===== src/vdma_config.svh =====
`ifndef VDMA_CONFIG_SVH
`define VDMA_CONFIG_SVH

// --------------------
// Image geometry
// --------------------

// Pixels per line
`define IMG_WIDTH 16
// Lines per frame
`define IMG_HEIGHT 4
// Bits per pixel
`define PIXEL_WIDTH 8

// --------------------
// Bus and buffering
// --------------------

`define ADDR_WIDTH 32
`define DATA_WIDTH 32
// Beats per AXI burst
`define BURST_LEN 4
// Must hold at least one whole burst
`define FIFO_DEPTH 8

`endif


===== src/axi_rd_pkg.sv =====
`include "vdma_config.svh"

package axi_rd_pkg;

	// Address and data beat
	typedef logic [`ADDR_WIDTH-1:0] addr_t;
	typedef logic [`DATA_WIDTH-1:0] data_t;

	// Read response, bit 1 set on SLVERR or DECERR
	typedef logic [1:0] resp_t;

	// --------------------
	// Burst encodings
	// --------------------

	// Byte stride between consecutive bursts
	localparam int BURST_BYTES = `BURST_LEN * `DATA_WIDTH / 8;

	// Beats minus one
	localparam logic [7:0] ARLEN_VAL = 8'(`BURST_LEN - 1);
	// log2 of bytes per beat
	localparam logic [2:0] ARSIZE_VAL = 3'($clog2(`DATA_WIDTH / 8));
	localparam logic [1:0] BURST_INCR = 2'b01;

endpackage


===== src/video_pkg.sv =====
`include "vdma_config.svh"

package video_pkg;

	localparam int PIX_PER_WORD = `DATA_WIDTH / `PIXEL_WIDTH;

	typedef logic [`PIXEL_WIDTH-1:0] pixel_t;

	// One bus word, seen as a raw beat or as its pixel lanes
	// Lane 0 sits in the lowest byte and is shown first
	typedef union packed {
		axi_rd_pkg::data_t raw;
		pixel_t [PIX_PER_WORD-1:0] pix;
	} pix_word_u;

	// --------------------
	// Frame position
	// --------------------

	localparam int WORDS_PER_LINE = `IMG_WIDTH / PIX_PER_WORD;
	localparam int BURSTS_PER_FRAME = WORDS_PER_LINE * `IMG_HEIGHT / `BURST_LEN;

	// Word index within a line
	typedef logic [$clog2(WORDS_PER_LINE)-1:0] col_t;
	// Line index within a frame
	typedef logic [$clog2(`IMG_HEIGHT)-1:0] row_t;
	// Pixel lane within a word
	typedef logic [$clog2(PIX_PER_WORD)-1:0] lane_t;

endpackage


===== src/word_fifo_if.sv =====
`timescale 1ns/1ps

interface word_fifo_if (
	input logic M_AXI_ACLK
);
	import video_pkg::*;

	// Write side, word and its tags
	pix_word_u word;
	logic sof;
	logic eol;
	logic push;

	// Levels from the buffer
	logic full;
	logic burst_room;
	logic empty;

	// Head of the buffer
	pix_word_u q_word;
	logic q_sof;
	logic q_eol;
	logic pop;

	modport producer (output word, sof, eol, push, input full, burst_room);

	modport store (
		input word, sof, eol, push, pop,
		output full, burst_room, empty, q_word, q_sof, q_eol
	);

	modport consumer (input q_word, q_sof, q_eol, empty, output pop);

endinterface


===== src/frame_fetch.sv =====
`timescale 1ns/1ps
`include "vdma_config.svh"

module frame_fetch (
	input logic M_AXI_ACLK,
	input logic M_AXI_ARESETN,
	input axi_rd_pkg::addr_t base_addr,

	output axi_rd_pkg::addr_t M_AXI_ARADDR,
	output logic [7:0] M_AXI_ARLEN,
	output logic [2:0] M_AXI_ARSIZE,
	output logic [1:0] M_AXI_ARBURST,
	output logic M_AXI_ARVALID,
	input logic M_AXI_ARREADY,

	input axi_rd_pkg::data_t M_AXI_RDATA,
	input axi_rd_pkg::resp_t M_AXI_RRESP,
	input logic M_AXI_RLAST,
	input logic M_AXI_RVALID,
	output logic M_AXI_RREADY,

	output logic frame_pulse,
	output logic resp_err,
	word_fifo_if.producer fifo
);
	import axi_rd_pkg::*;
	import video_pkg::*;

	localparam int BCNT_W = $clog2(BURSTS_PER_FRAME);

	logic burst_active;
	logic start_burst;
	logic rnext;
	logic [BCNT_W-1:0] burst_cnt;
	col_t col;
	row_t row;

	assign M_AXI_ARLEN = ARLEN_VAL;
	assign M_AXI_ARSIZE = ARSIZE_VAL;
	assign M_AXI_ARBURST = BURST_INCR;

	// --------------------
	// Address channel
	// --------------------

	// One burst in flight, and only once the FIFO can take all of it
	assign start_burst = !burst_active && fifo.burst_room;
	assign frame_pulse = start_burst && (burst_cnt == '0);

	always_ff @(posedge M_AXI_ACLK) begin
		if (!M_AXI_ARESETN) begin
			M_AXI_ARVALID <= 1'b0;
			burst_active <= 1'b0;
		end else begin
			if (start_burst) begin
				M_AXI_ARVALID <= 1'b1;
				burst_active <= 1'b1;
			end else if (M_AXI_ARVALID && M_AXI_ARREADY) begin
				M_AXI_ARVALID <= 1'b0;
			end
			if (rnext && M_AXI_RLAST)
				burst_active <= 1'b0;
		end
	end

	// Loaded with ARVALID, so it holds still until the handshake
	always_ff @(posedge M_AXI_ACLK) begin
		if (start_burst) begin
			if (burst_cnt == '0)
				M_AXI_ARADDR <= base_addr;
			else
				M_AXI_ARADDR <= M_AXI_ARADDR + addr_t'(BURST_BYTES);
		end
	end

	// Bursts done in this frame, wraps on the frame's last beat
	always_ff @(posedge M_AXI_ACLK) begin
		if (!M_AXI_ARESETN)
			burst_cnt <= '0;
		else if (rnext && M_AXI_RLAST)
			burst_cnt <= (burst_cnt == BCNT_W'(BURSTS_PER_FRAME - 1)) ? '0 : burst_cnt + 1'b1;
	end

	// --------------------
	// Data channel
	// --------------------

	assign M_AXI_RREADY = !fifo.full;
	assign rnext = M_AXI_RVALID && M_AXI_RREADY;
	assign resp_err = rnext && M_AXI_RRESP[1];

	// Every accepted beat goes straight into the FIFO
	assign fifo.push = rnext;
	assign fifo.word.raw = M_AXI_RDATA;
	assign fifo.sof = (col == '0) && (row == '0);
	assign fifo.eol = (col == col_t'(WORDS_PER_LINE - 1));

	// Position of the next beat in the frame
	always_ff @(posedge M_AXI_ACLK) begin
		if (!M_AXI_ARESETN) begin
			col <= '0;
			row <= '0;
		end else if (rnext) begin
			if (col == col_t'(WORDS_PER_LINE - 1)) begin
				col <= '0;
				if (row == row_t'(`IMG_HEIGHT - 1))
					row <= '0;
				else
					row <= row + 1'b1;
			end else begin
				col <= col + 1'b1;
			end
		end
	end

endmodule


===== src/line_fifo.sv =====
`timescale 1ns/1ps
`include "vdma_config.svh"

module line_fifo (
	input logic M_AXI_ACLK,
	input logic M_AXI_ARESETN,
	word_fifo_if.store fifo
);
	import video_pkg::*;

	localparam int DEPTH = `FIFO_DEPTH;
	localparam int PTR_W = $clog2(DEPTH);
	localparam int CNT_W = $clog2(DEPTH + 1);

	pix_word_u mem_word [DEPTH];
	logic mem_sof [DEPTH];
	logic mem_eol [DEPTH];

	logic [PTR_W-1:0] wr_ptr;
	logic [PTR_W-1:0] rd_ptr;
	logic [CNT_W-1:0] count;
	logic do_push;
	logic do_pop;

	assign do_push = fifo.push && !fifo.full;
	assign do_pop = fifo.pop && !fifo.empty;

	// Storage, no reset on the words
	always_ff @(posedge M_AXI_ACLK) begin
		if (do_push) begin
			mem_word[wr_ptr] <= fifo.word;
			mem_sof[wr_ptr] <= fifo.sof;
			mem_eol[wr_ptr] <= fifo.eol;
		end
	end

	always_ff @(posedge M_AXI_ACLK) begin
		if (!M_AXI_ARESETN) begin
			wr_ptr <= '0;
			rd_ptr <= '0;
			count <= '0;
		end else begin
			if (do_push)
				wr_ptr <= (wr_ptr == PTR_W'(DEPTH - 1)) ? '0 : wr_ptr + 1'b1;
			if (do_pop)
				rd_ptr <= (rd_ptr == PTR_W'(DEPTH - 1)) ? '0 : rd_ptr + 1'b1;
			if (do_push && !do_pop)
				count <= count + 1'b1;
			else if (do_pop && !do_push)
				count <= count - 1'b1;
		end
	end

	// Head of queue, read straight from the array
	assign fifo.q_word = mem_word[rd_ptr];
	assign fifo.q_sof = mem_sof[rd_ptr];
	assign fifo.q_eol = mem_eol[rd_ptr];

	// Levels
	assign fifo.empty = (count == '0);
	assign fifo.full = (count == CNT_W'(DEPTH));
	assign fifo.burst_room = (CNT_W'(DEPTH) - count) >= CNT_W'(`BURST_LEN);

endmodule


===== src/pixel_unpack.sv =====
`timescale 1ns/1ps

module pixel_unpack (
	input logic M_AXI_ACLK,
	input logic M_AXI_ARESETN,
	word_fifo_if.consumer fifo,
	input logic pix_hold,
	output video_pkg::pixel_t pix_data,
	output logic pix_valid,
	output logic pix_sof,
	output logic pix_eol
);
	import video_pkg::*;

	localparam lane_t LAST_LANE = lane_t'(PIX_PER_WORD - 1);

	pix_word_u cur;
	logic cur_sof;
	logic cur_eol;
	logic loaded;
	lane_t lane;
	logic last_out;

	// --------------------
	// Word fetch
	// --------------------

	assign pix_valid = loaded && !pix_hold;
	assign last_out = pix_valid && (lane == LAST_LANE);

	// Refill when idle or as the last lane leaves
	assign fifo.pop = !fifo.empty && (!loaded || last_out);

	always_ff @(posedge M_AXI_ACLK) begin
		if (fifo.pop) begin
			cur <= fifo.q_word;
			cur_sof <= fifo.q_sof;
			cur_eol <= fifo.q_eol;
		end
	end

	always_ff @(posedge M_AXI_ACLK) begin
		if (!M_AXI_ARESETN) begin
			loaded <= 1'b0;
			lane <= '0;
		end else if (fifo.pop) begin
			loaded <= 1'b1;
			lane <= '0;
		end else if (last_out) begin
			// Drained and nothing waiting
			loaded <= 1'b0;
		end else if (pix_valid) begin
			lane <= lane + 1'b1;
		end
	end

	// --------------------
	// Pixel output
	// --------------------

	assign pix_data = cur.pix[lane];
	assign pix_sof = pix_valid && cur_sof && (lane == '0);
	assign pix_eol = last_out && cur_eol;

endmodule


===== src/vdma_rd_top.sv =====
`timescale 1ns/1ps

module vdma_rd_top (
	input logic M_AXI_ACLK,
	input logic M_AXI_ARESETN,

	// AXI read address
	output axi_rd_pkg::addr_t M_AXI_ARADDR,
	output logic [7:0] M_AXI_ARLEN,
	output logic [2:0] M_AXI_ARSIZE,
	output logic [1:0] M_AXI_ARBURST,
	output logic M_AXI_ARVALID,
	input logic M_AXI_ARREADY,

	// AXI read data
	input axi_rd_pkg::data_t M_AXI_RDATA,
	input axi_rd_pkg::resp_t M_AXI_RRESP,
	input logic M_AXI_RLAST,
	input logic M_AXI_RVALID,
	output logic M_AXI_RREADY,

	// Control and status
	input axi_rd_pkg::addr_t base_addr,
	output logic frame_pulse,
	output logic resp_err,

	// Pixel stream
	output video_pkg::pixel_t pix_data,
	output logic pix_valid,
	output logic pix_sof,
	output logic pix_eol,
	input logic pix_hold
);

	word_fifo_if fifo_if (.M_AXI_ACLK(M_AXI_ACLK));

	frame_fetch frame_fetch_inst (
		.M_AXI_ACLK(M_AXI_ACLK),
		.M_AXI_ARESETN(M_AXI_ARESETN),
		.base_addr(base_addr),
		.M_AXI_ARADDR(M_AXI_ARADDR),
		.M_AXI_ARLEN(M_AXI_ARLEN),
		.M_AXI_ARSIZE(M_AXI_ARSIZE),
		.M_AXI_ARBURST(M_AXI_ARBURST),
		.M_AXI_ARVALID(M_AXI_ARVALID),
		.M_AXI_ARREADY(M_AXI_ARREADY),
		.M_AXI_RDATA(M_AXI_RDATA),
		.M_AXI_RRESP(M_AXI_RRESP),
		.M_AXI_RLAST(M_AXI_RLAST),
		.M_AXI_RVALID(M_AXI_RVALID),
		.M_AXI_RREADY(M_AXI_RREADY),
		.frame_pulse(frame_pulse),
		.resp_err(resp_err),
		.fifo(fifo_if.producer)
	);

	line_fifo line_fifo_inst (
		.M_AXI_ACLK(M_AXI_ACLK),
		.M_AXI_ARESETN(M_AXI_ARESETN),
		.fifo(fifo_if.store)
	);

	pixel_unpack pixel_unpack_inst (
		.M_AXI_ACLK(M_AXI_ACLK),
		.M_AXI_ARESETN(M_AXI_ARESETN),
		.fifo(fifo_if.consumer),
		.pix_hold(pix_hold),
		.pix_data(pix_data),
		.pix_valid(pix_valid),
		.pix_sof(pix_sof),
		.pix_eol(pix_eol)
	);

endmodule


===== config.mk =====
export PLATFORM = sky130hd
export DESIGN_NAME = vdma_rd_top
export DESIGN_NICKNAME = d
export VERILOG_FILES = /design/src/axi_rd_pkg.sv /design/src/video_pkg.sv /design/src/word_fifo_if.sv /design/src/frame_fetch.sv /design/src/line_fifo.sv /design/src/pixel_unpack.sv /design/src/vdma_rd_top.sv
export VERILOG_INCLUDE_DIRS = /design/src /design/src/src
export SDC_FILE = /design/constraint.sdc
export NUM_CORES = 1
export LEC_CHECK = 0
export BUFFER_PORTS_ARGS = -buffer_cell sky130_fd_sc_hd__clkbuf_2
export CAP_MARGIN = 25
export CORE_MARGIN = 1
export CORE_UTILIZATION = 64
export DETAILED_ROUTE_END_ITERATION = 7
export GPL_TIMING_DRIVEN = 0
export MAX_ROUTING_LAYER = met4
export PLACE_DENSITY = 0.88
export SYNTH_ARGS = -nofsm -noshare
export SYNTH_HDL_FRONTEND = slang
export SYNTH_SLANG_ARGS = --single-unit

===== constraint.sdc =====
create_clock -name M_AXI_ACLK -period 14.6 [get_ports M_AXI_ACLK]
set_input_delay 0.73 -clock M_AXI_ACLK [delete_from_list [all_inputs] [get_ports M_AXI_ACLK]]
set_output_delay 0.73 -clock M_AXI_ACLK [all_outputs]
set_load 0.02 [all_outputs]

# Word-level counts from Yosys, hierarchy flattened
# Memory sizes are Yosys's and may differ from the RTL's. A register that Yosys moved wholly into a read port is not among the register bits.
# Index checks and enable logic that the tools add are counted.
dict set report totals {
  elab_cells 88
  out_inout_bits 60
  in_bits 72
  ramBits 272
  memories 3
  ff_bits 53
}
# name words width read_ports rd_clocked_by_memory_dff wr line_no
set memory_table {}
lappend memory_table {line_fifo_inst.mem_word 8 32 1 1 1 line_fifo.sv:15} ;# pix_word_u mem_word [DEPTH];
lappend memory_table {line_fifo_inst.mem_eol 8 1 1 1 1 line_fifo.sv:17} ;# logic mem_eol [DEPTH];
lappend memory_table {line_fifo_inst.mem_sof 8 1 1 1 1 line_fifo.sv:16} ;# logic mem_sof [DEPTH];
dict set report op_classes {
  mux 16
  add_sub_neg 10
  n_eq_ne 7
  order_cmp 2
  bitwise_logic 2
  n_reduce_logical 37
}
# operator n
set ops {}
lappend ops {{$add 32x5->32 const B} 1}
lappend ops {{$mux 32} 1}
lappend ops {{$logic_and 1x1->1} 17}
lappend ops {{$bmux 8 s2} 1}
lappend ops {{$add 2x1->2 const B} 4}
lappend ops {{$eq 2x2->1 const B} 4}
lappend ops {{$logic_not 2->1} 4}
lappend ops {{$mux 4} 2}
lappend ops {{$mux 8} 1}
lappend ops {{$logic_not 1->1} 7}
lappend ops {{$add 3x1->3 const B} 2}
lappend ops {{$eq 3x3->1 const B} 2}
lappend ops {{$mux 1} 6}
lappend ops {{$mux 2} 3}
lappend ops {{$mux 3} 2}
lappend ops {{$reduce_bool 2->1} 3}
lappend ops {{$add 4x1->4 const B} 1}
lappend ops {{$eq 4x4->1 const B} 1}
lappend ops {{$ge 4x3->1 const B} 1}
lappend ops {{$logic_not 4->1} 1}
lappend ops {{$reduce_and 2->1} 2}
lappend ops {{$reduce_or 2->1} 2}
lappend ops {{$sub 4x1->4 const B} 1}
lappend ops {{$sub 4x4->4 const A} 1}
lappend ops {{3 further kinds} 4}

# Depth between registers and ports, before layout
# Gate-level depths: netlist of run 1.
dict set report depth {
  depth_word 9
  depth_mapped 12
}

# Cells and area by module
# Synthesis of run 1 repeated with hierarchy kept, for this count alone.
dict set report hier_totals {
  cells_unflattened 820
  area_unflattened_um2 15115.7
}
# mod seq_area_each_um2 cells_per_inst area_per_inst_um2 instances
set modules_own_cells {}
lappend modules_own_cells {line_fifo 8428.1 471 11053.1 1}
lappend modules_own_cells {frame_fetch 1121.1 286 2646.3 1}
lappend modules_own_cells {pixel_unpack 1081.0 63 1416.4 1}

# Worst setup path before layout of run 1
# OpenSTA, ideal clock, no wires.
dict set report synth_path {
  path_kind {reg-to-reg}
  start {register line_fifo_inst.count[0]}
  end {memory line_fifo_inst.mem_eol[0], enable pin}
  path_slack_ns 9.698
  path_stages_with_launch 6
  required_time_ns 14.090
  period_less_slack_ns 4.902
  setup_ns 0.510
  path_buffers 2
  arrival_ns 4.392
  cell_sequence {dfxtp_1 -> or4b_1 -> clkbuf_1 -> nand2_1 -> buf_4 -> nor4_1}
}
dict set report synth_between {
  elab_chain_len 6
}
# element line_no
set synth_lines {}
lappend synth_lines {{start: declaration} line_fifo.sv:21} ;# logic [CNT_W-1:0] count;
lappend synth_lines {{start signal: assignment} line_fifo.sv:48} ;# count <= count + 1'b1;
lappend synth_lines {{start signal: assignment} line_fifo.sv:50} ;# count <= count - 1'b1;
lappend synth_lines {{$eq 4x4->1 *} line_fifo.sv:61} ;# assign fifo.full = (count == CNT_W'(DEPTH));
lappend synth_lines {{$logic_not 1->1 *} frame_fetch.sv:88} ;# assign M_AXI_RREADY = !fifo.full;
lappend synth_lines {{net M_AXI_RREADY} vdma_rd_top.sv:20} ;# output logic M_AXI_RREADY,
lappend synth_lines {{$logic_and 1x1->1} frame_fetch.sv:89} ;# assign rnext = M_AXI_RVALID && M_AXI_RREADY;
lappend synth_lines {{$logic_and 1x1->1 *} line_fifo.sv:25} ;# assign do_push = fifo.push && !fifo.full;
lappend synth_lines {{$mux 1 *} line_fifo.sv:30} ;# if (do_push) begin
lappend synth_lines {{$mux 1 (implied by the code) *} line_fifo.sv:33} ;# mem_eol[wr_ptr] <= fifo.eol;
lappend synth_lines {{end: declaration} line_fifo.sv:17}
# Mark *: on every way through the listed nets, which the timed path passes. The rest lies on a longest branch.

# Worst setup path in the final report of run 1
dict set report layout_path {
  start {register frame_fetch_inst.burst_cnt[0]}
  end {output frame_pulse}
}
dict set report layout_between {
  elab_chain_len 2
}
# element line_no
set layout_lines {}
lappend layout_lines {{start: declaration} frame_fetch.sv:34} ;# logic [BCNT_W-1:0] burst_cnt;
lappend layout_lines {{start signal: assignment} frame_fetch.sv:81} ;# burst_cnt <= (burst_cnt == BCNT_W'(BURSTS_PER_FRAME - 1)) ? '0 : burst_cnt + 1'b1;
lappend layout_lines {{$logic_not 2->1} frame_fetch.sv:48} ;# assign frame_pulse = start_burst && (burst_cnt == '0);
lappend layout_lines {{$logic_and 1x1->1} frame_fetch.sv:48}
lappend layout_lines {{end: declaration} vdma_rd_top.sv:24} ;# output logic frame_pulse,
# Every way passes these cells.

==> reports/qor.csv, run 1 <==
metric;value;unit
r2r_path_end;line_fifo_inst.count[3]$_SDFFE_PN0P_;
insertion_delay;0.53;ns
via_per_inst;6.45;
count_of_h_tree_levels_built_during_cts;2;
flow.area_growth_from_synthesis;17.1;%
rsz0062_at_grt;no;
outcome;complete, no violations;
final.setup_skew;0.0257;ns
clock-root-buffer;sky130_fd_sc_hd__clkbuf_16;
critical_path.max_fanout;10;
static-leakage-power;0.00588;uW
path_category_of_the_worst_min_delay_check;primary input to flip-flop;
max_cap_viol_count;0;
wirelength;32800;um
hold_depth;3;
avg_wl_per_cell;25.7;um
ys_seq_area_frac;0.725;
maximum_number_of_pins_on_one_net_before_global_route_repair;31;
clock_tree_from_tritoncts;built;
synth_async_sr_flop_share;0;
hold_violations;0;
timing_worst_setup_path_type;flip-flop to output port;
worst_r2r_path_depth;12;
die_w;153;um
ios;132;
synthesis.yosys.warnings;0;
layout.filler_cells;1100;
slew_viol_final;0;
mappedNetlistArea;14600;um^2
dr.first_iter.drc_count;989;
buffer_depth_of_the_longest_clock_path;3;
worstSetupStartpoint;frame_fetch_inst.burst_cnt[0]$_SDFFE_PN0P_;
holdBufCountCts;0;
slew_at_the_pin_closest_to_its_max_slew_limit;0.942;ns
numPortBuffers;117;
grt_remaining_overflow;0;
final_nets;1059;
synthCells;781;
drc_errors;0;
postSynthAreaPerCell;18.7;um^2
timing.final.crit_period;3.96;ns
drtAntennaViolNets;0;
worst_r2r_startpoint;line_fifo_inst.count[0]$_SDFFE_PN0P_;
first_global_vias;8532;
combined_global_route_utilization_of_all_metal_layers;0.298;
synth_cell_types;48;
synth_edf_count;338;
timing.hold.worst_endpoint;frame_fetch_inst.M_AXI_ARADDR[14]$_DFFE_PP_;
detailedPlacementHpwl;21200;um
fp.dieArea;23400;um^2
path_clk_slew;0.06;ns
startpoint_type;flip-flop;
cts.sinks;359;
post-route-period-util;0.271;
synth-seq-cells;359;
finalSetupViolCount;0;
drt_pass1_iterations;5;
post-cts-setup-buffers;0;
core.rowCount;54;
ys.flop_type;sky130_fd_sc_hd__edfxtp_1;
critPathArrivalTime;3.23;ns
post_route_cells_drive_above_1_share;0.345;
grt_first_pass_wirelength;49400;um
number_of_antenna_violations_at_the_first_check_in_global_routing;1;
cts-buffers-inserted;36;
worst_slew_slack_as_a_fraction_of_its_limit;0.369;
peak_supply_drop;0.123;mV
timing.hold.worst.start;base_addr[14];
f_max;253;MHz
via_count;8243;
critical_path.endpoint_type;output port;
gp_routability_congestion;0.885;
effective_utilization_at_floorplan;0.660;
vertical_extent_of_the_die;153;um
finalSetupTns;0;ns
worstPathRequired;13.87;ns
cts_resized;0;
core-area;22100;um^2
power.density_cell_area;180;nW/um^2
timing.reg2reg.setup_slack;11.57;ns
final.hold.worst_slack;0.483;ns
[kinds of logic (layout without fill, tap and decap cells)]
group,after synthesis,after routing,share of synthesized area
fa+ha+maj,17,17,0.0151
mux,119,119,0.150
other cells,2,14,0.000515
buf+inv,67,271,0.0229
compound gates,57,57,0.0245
xor+xnor,15,15,0.00901
simple gates,145,145,0.0534
flops,359,359,0.725
[cells in the final DEF (no fill, tap or decap), drive strengths merged, types with 5 or more instances in the layout]
| master | n |
|---|---|
| nand4 | 10 |
| mux2i | 8 |
| mux2 | 35 |
| nor2 | 25 |
| nand2 | 38 |
| or4 | 9 |
| conb | 13 |
| xor2 | 8 |
| a21boi | 8 |
| buf | 52 |
| o21ai | 21 |
| mux4 | 76 |
| nand2b | 5 |
| edfxtp | 338 |
| and3 | 6 |
| o31ai | 8 |
| and2 | 8 |
| and4 | 5 |
| nor3 | 6 |
| clkbuf | 190 |
| inv | 16 |
| a31oi | 13 |
| nor2b | 8 |
| xnor2 | 7 |
| nand3 | 12 |
| dfxtp | 21 |
| or3 | 8 |
| clkinv | 10 |
| ha | 16 |
[per-stage QoR]
step	instance area (um^2)	std cells	util	setup slack, ns	power (uW)
after floorplan	14600	792	-	9.70	1900
after global placement	15600	1189	0.704	6.65	2110
after detailed placement	15900	1212	0.720	11.45	2160
after CTS	17100	1276	0.773	10.78	3080
after global routing	17100	1277	0.773	10.58	3170
final	17100	1277	0.773	10.64	3070
[routing by layer]
metal	routed length, um	vias to the layer above	track usage
li1	-	3484	-
met1	12300	4174	0.363
met2	17000	465	0.501
met3	2270	120	0.0482
met4	1290	0	0.126
met5	0	-	-
[cell usage after synthesis, types with 11 or more instances]
cell / n / area share
sky130_fd_sc_hd__buf_4: 14 / 0.0072
sky130_fd_sc_hd__dfxtp_1: 21 / 0.029
sky130_fd_sc_hd__mux4_2: 76 / 0.12
sky130_fd_sc_hd__inv_1: 15 / 0.0039
sky130_fd_sc_hd__mux2_2: 35 / 0.027
sky130_fd_sc_hd__a31oi_1: 13 / 0.0056
sky130_fd_sc_hd__ha_1: 16 / 0.014
sky130_fd_sc_hd__clkbuf_1: 21 / 0.0054
sky130_fd_sc_hd__buf_2: 11 / 0.0038
sky130_fd_sc_hd__nand3_1: 12 / 0.0041
sky130_fd_sc_hd__nor2_1: 25 / 0.0064
sky130_fd_sc_hd__edfxtp_1: 338 / 0.70
sky130_fd_sc_hd__o21ai_0: 21 / 0.0072
sky130_fd_sc_hd__nand2_1: 37 / 0.0095
[worst max-delay path: stages, from the launching register on]
cell	delay [ns]
sky130_fd_sc_hd__dfxtp_1	0.33
sky130_fd_sc_hd__inv_1	0.06
sky130_fd_sc_hd__ha_1	0.13
sky130_fd_sc_hd__clkbuf_1	0.39
sky130_fd_sc_hd__clkinv_1	0.36
sky130_fd_sc_hd__clkbuf_1	0.37
sky130_fd_sc_hd__nor3_1	0.73
sky130_fd_sc_hd__clkbuf_2	0.31
[worst max path at each step]
| stage | to | slack [ns] | cells past startpoint |
|---|---|---|---|
| finish | frame_pulse | 10.64 | 7 |
| global route | frame_pulse | 10.58 | 7 |
| CTS | frame_pulse | 10.78 | 7 |
| detailed placement | frame_pulse | 11.45 | 7 |
| global placement | line_fifo_inst.mem_word[0][9]$_DFFE_PP_ | 6.65 | 4 |
| floorplan | line_fifo_inst.mem_eol[0]$_DFFE_PP_ | 9.70 | 5 |
[cell type report]
cell class	count	area [um^2]	area share
sequential	359	10600	0.619
multi-input combinational	366	3780	0.221
clock buffer	51	1070	0.0628
timing repair buffer	140	865	0.0506
tap	280	350	0.0205
buffer	51	274	0.0160
clock inverter	13	105	0.00615
inverter	16	60.1	0.00352
antenna	1	2.50	0.000146
[state kept, by name (all words and copies together) (netlist names)]
| name | cells |
|---|---|
| frame_fetch_inst.M_AXI_ARADDR | 32 |
| frame_fetch_inst.M_AXI_ARVALID | 1 |
| frame_fetch_inst.burst_active | 1 |
| frame_fetch_inst.burst_cnt | 2 |
| frame_fetch_inst.col | 2 |
| frame_fetch_inst.row | 2 |
| line_fifo_inst.count | 4 |
| line_fifo_inst.mem_eol | 8 |
| line_fifo_inst.mem_sof | 8 |
| line_fifo_inst.mem_word | 256 |
| line_fifo_inst.rd_ptr | 3 |
| line_fifo_inst.wr_ptr | 3 |
| pixel_unpack_inst.cur | 32 |
| pixel_unpack_inst.cur_eol | 1 |
| pixel_unpack_inst.cur_sof | 1 |
| pixel_unpack_inst.lane | 2 |
| pixel_unpack_inst.loaded | 1 |
[power breakdown]
part | total [uW] | switching, uW | internal, uW
Sequential | 1400 | 90.6 | 1310
Combinational | 760 | 429 | 331
Clock | 914 | 380 | 533
Total | 3070 | 900 | 2170
No activity file was read; power rests on OpenSTA's default activity.
==> run 2, diff against run 1 <==
- CORE_UTILIZATION: 64 -> 53
- PLACE_DENSITY: 0.88 -> 0.78
- clock period: 14.6 -> 3.3 ns (I/O delays scaled with it)
==> run 2 against run 1 <==
Clock power rose to 4.5 times the previous value. Register-to-register slack worse by 11 ns. Total power rose to 4.4 times the previous value. Combinational power rose to 4.5 times the previous value. Final cell count up 9.6%. Hold slack worse by 0.46 ns. Critical path type is now flip-flop to flip-flop. Largest cell class unchanged.
==> reports/qor.csv, run 2 (synthesized netlist as in run 1, its figures left out) <==
metric;value;unit
outcome;complete, no violations;
cts.sinks;359;
maximum_number_of_pins_on_one_net_before_global_route_repair;23;
timing_worst_setup_path_type;flip-flop to flip-flop;
largestRegisters;line_fifo_inst.mem_word: 256 flops, frame_fetch_inst.M_AXI_ARADDR: 32 flops, pixel_unpack_inst.cur: 32 flops;
final.setup_skew;0.0226;ns
grt_remaining_overflow;0;
first_global_vias;8167;
power.density_cell_area;762;nW/um^2
clock-root-buffer;sky130_fd_sc_hd__clkbuf_16;
vertical_extent_of_the_die;168;um
count_of_h_tree_levels_built_during_cts;2;
post_route_cells_drive_above_1_share;0.332;
worst_r2r_startpoint;line_fifo_inst.count[0]$_SDFFE_PN0P_;
cts-buffers-inserted;37;
avg_wl_per_cell;21.8;um
core.rowCount;60;
wirelength;30500;um
slew_at_the_pin_closest_to_its_max_slew_limit;0.870;ns
cp-endpoint;line_fifo_inst.count[3]$_SDFFE_PN0P_;
final.setup.worst_slack;0.242;ns
post-cts-setup-buffers;0;
insertion_delay;0.52;ns
most_common_cell_after_layout_fill_and_taps_aside;sky130_fd_sc_hd__edfxtp_1;
area_taken_by_multi_input_logic_gates;3800;um^2
largest-register;line_fifo_inst.mem_word;
core-area;27000;um^2
final.hold.worst_slack;0.0243;ns
f_max;327;MHz
hold_violations;0;
drc_errors;0;
post-route-period-util;0.927;
path_clk_slew;0.06;ns
final-seq-area;10600;um^2
grt_first_pass_wirelength;46900;um
static-leakage-power;0.00617;uW
dpl_cell_area;16100;um^2
critical_path.max_fanout;10;
via_count;8104;
layout.cell_area.non_filler;17900;um^2
clock_tree_from_tritoncts;built;
buffer_depth_of_the_longest_clock_path;3;
worstSetupStartpoint;line_fifo_inst.count[0]$_SDFFE_PN0P_;
fp.dieArea;28200;um^2
slew_viol_final;0;
timing.reg2reg.setup_slack;0.24;ns
final_nets;1119;
numPortBuffers;117;
timing.final.crit_period;3.06;ns
drtAntennaViolNets;0;
dr.first_iter.drc_count;753;
detailedPlacementHpwl;19000;um
startpoint_type;flip-flop;
die_w;168;um
path_category_of_the_worst_min_delay_check;primary input to flip-flop;
final_cell_mix;sky130_fd_sc_hd__edfxtp_1 (338), sky130_fd_sc_hd__clkbuf_2 (118), sky130_fd_sc_hd__mux4_2 (76);
final_core_utilization;0.663;
layout.filler_cells;1715;
peak_supply_drop;0.539;mV
number_of_antenna_violations_at_the_first_check_in_global_routing;1;
worst_slew_slack_as_a_fraction_of_its_limit;0.419;
critPathArrivalTime;3.50;ns
drt_pass1_iterations;6;
ios;132;
largest_reg_flops;256;
critical_path.endpoint_type;flip-flop;
flow.area_growth_from_synthesis;22.6;%
dp_worst_setup_slack;0.262;ns
finalSetupViolCount;0;
worst_r2r_path_depth;12;
via_per_inst;5.79;
effective_utilization_at_floorplan;0.541;
r2r_path_end;line_fifo_inst.count[3]$_SDFFE_PN0P_;
worstPathRequired;3.74;ns
combined_global_route_utilization_of_all_metal_layers;0.229;
gp_routability_congestion;0.885;
max_cap_viol_count;0;
run 2: metal layers:
layer  share of wire  global-route usage  vias up
met1            0.41               0.296     4083
met2            0.51               0.383      344
met5               0                   -        -
met4           0.024              0.0698        0
li1                -                   -     3617
met3           0.060              0.0303       60
run 2: cell type report:
cell class / instances / share of cell area
antenna: 1 / 0.000140
buffer: 51 / 0.0155
clock buffer: 48 / 0.0587
clock inverter: 19 / 0.00868
inverter: 16 / 0.00336
multi-input combinational: 366 / 0.213
sequential: 359 / 0.591
tap: 341 / 0.0239
timing repair buffer: 199 / 0.0857
run 2: where the power goes:
group          total (uW)  internal [uW]  switching, uW
clock network        4070           2410           1660
registers            6150           5770            378
logic                3400           1530           1870
run 2: worst min path at each step:
stage                                                              to  slack (ns)  cells after the start             from
after floorplan               line_fifo_inst.mem_word[0][0]$_DFFE_PP_        0.26                      0   M_AXI_RDATA[0]
after global placement       line_fifo_inst.mem_word[2][15]$_DFFE_PP_        0.44                      1  M_AXI_RDATA[15]
after detailed placement      line_fifo_inst.mem_word[4][1]$_DFFE_PP_        0.45                      1   M_AXI_RDATA[1]
after CTS                 frame_fetch_inst.M_AXI_ARADDR[19]$_DFFE_PP_       0.006                      3    base_addr[19]
after global routing      frame_fetch_inst.M_AXI_ARADDR[19]$_DFFE_PP_        0.02                      3    base_addr[19]
final                     frame_fetch_inst.M_AXI_ARADDR[19]$_DFFE_PP_        0.02                      3    base_addr[19]
run 2: worst max-delay path, stage by stage (launching register included):
cell                       delay, ns
sky130_fd_sc_hd__dfxtp_1        0.37
sky130_fd_sc_hd__or4b_1         0.52
sky130_fd_sc_hd__clkbuf_1       0.18
sky130_fd_sc_hd__nand2_1        0.18
sky130_fd_sc_hd__buf_6          0.18
sky130_fd_sc_hd__inv_1          0.14
sky130_fd_sc_hd__ha_1           0.24
sky130_fd_sc_hd__inv_1          0.14
sky130_fd_sc_hd__ha_1           0.25
sky130_fd_sc_hd__a21o_1         0.17
sky130_fd_sc_hd__a21oi_1        0.18
sky130_fd_sc_hd__mux2i_1        0.24
sky130_fd_sc_hd__mux2i_1        0.19
run 2: metrics by stage:
stage / TNS (ns) / cells / power [uW]
global placement: -470.98 / 1250 / 9370
detailed placement: 0 / 1272 / 9530
CTS: 0 / 1399 / 13700
finish: 0 / 1400 / 13600
global route: -0.0138 / 1400 / 14200
floorplan: -70.43 / 792 / 8400
run 2: what timing repair did:
action | 4_1_cts | 5_1_grt
hold buffers | 60 | 0
endpoints found under the setup margin | 0 | 2
endpoints found under the hold margin | 284 | 0
resized for setup | 0 | 2
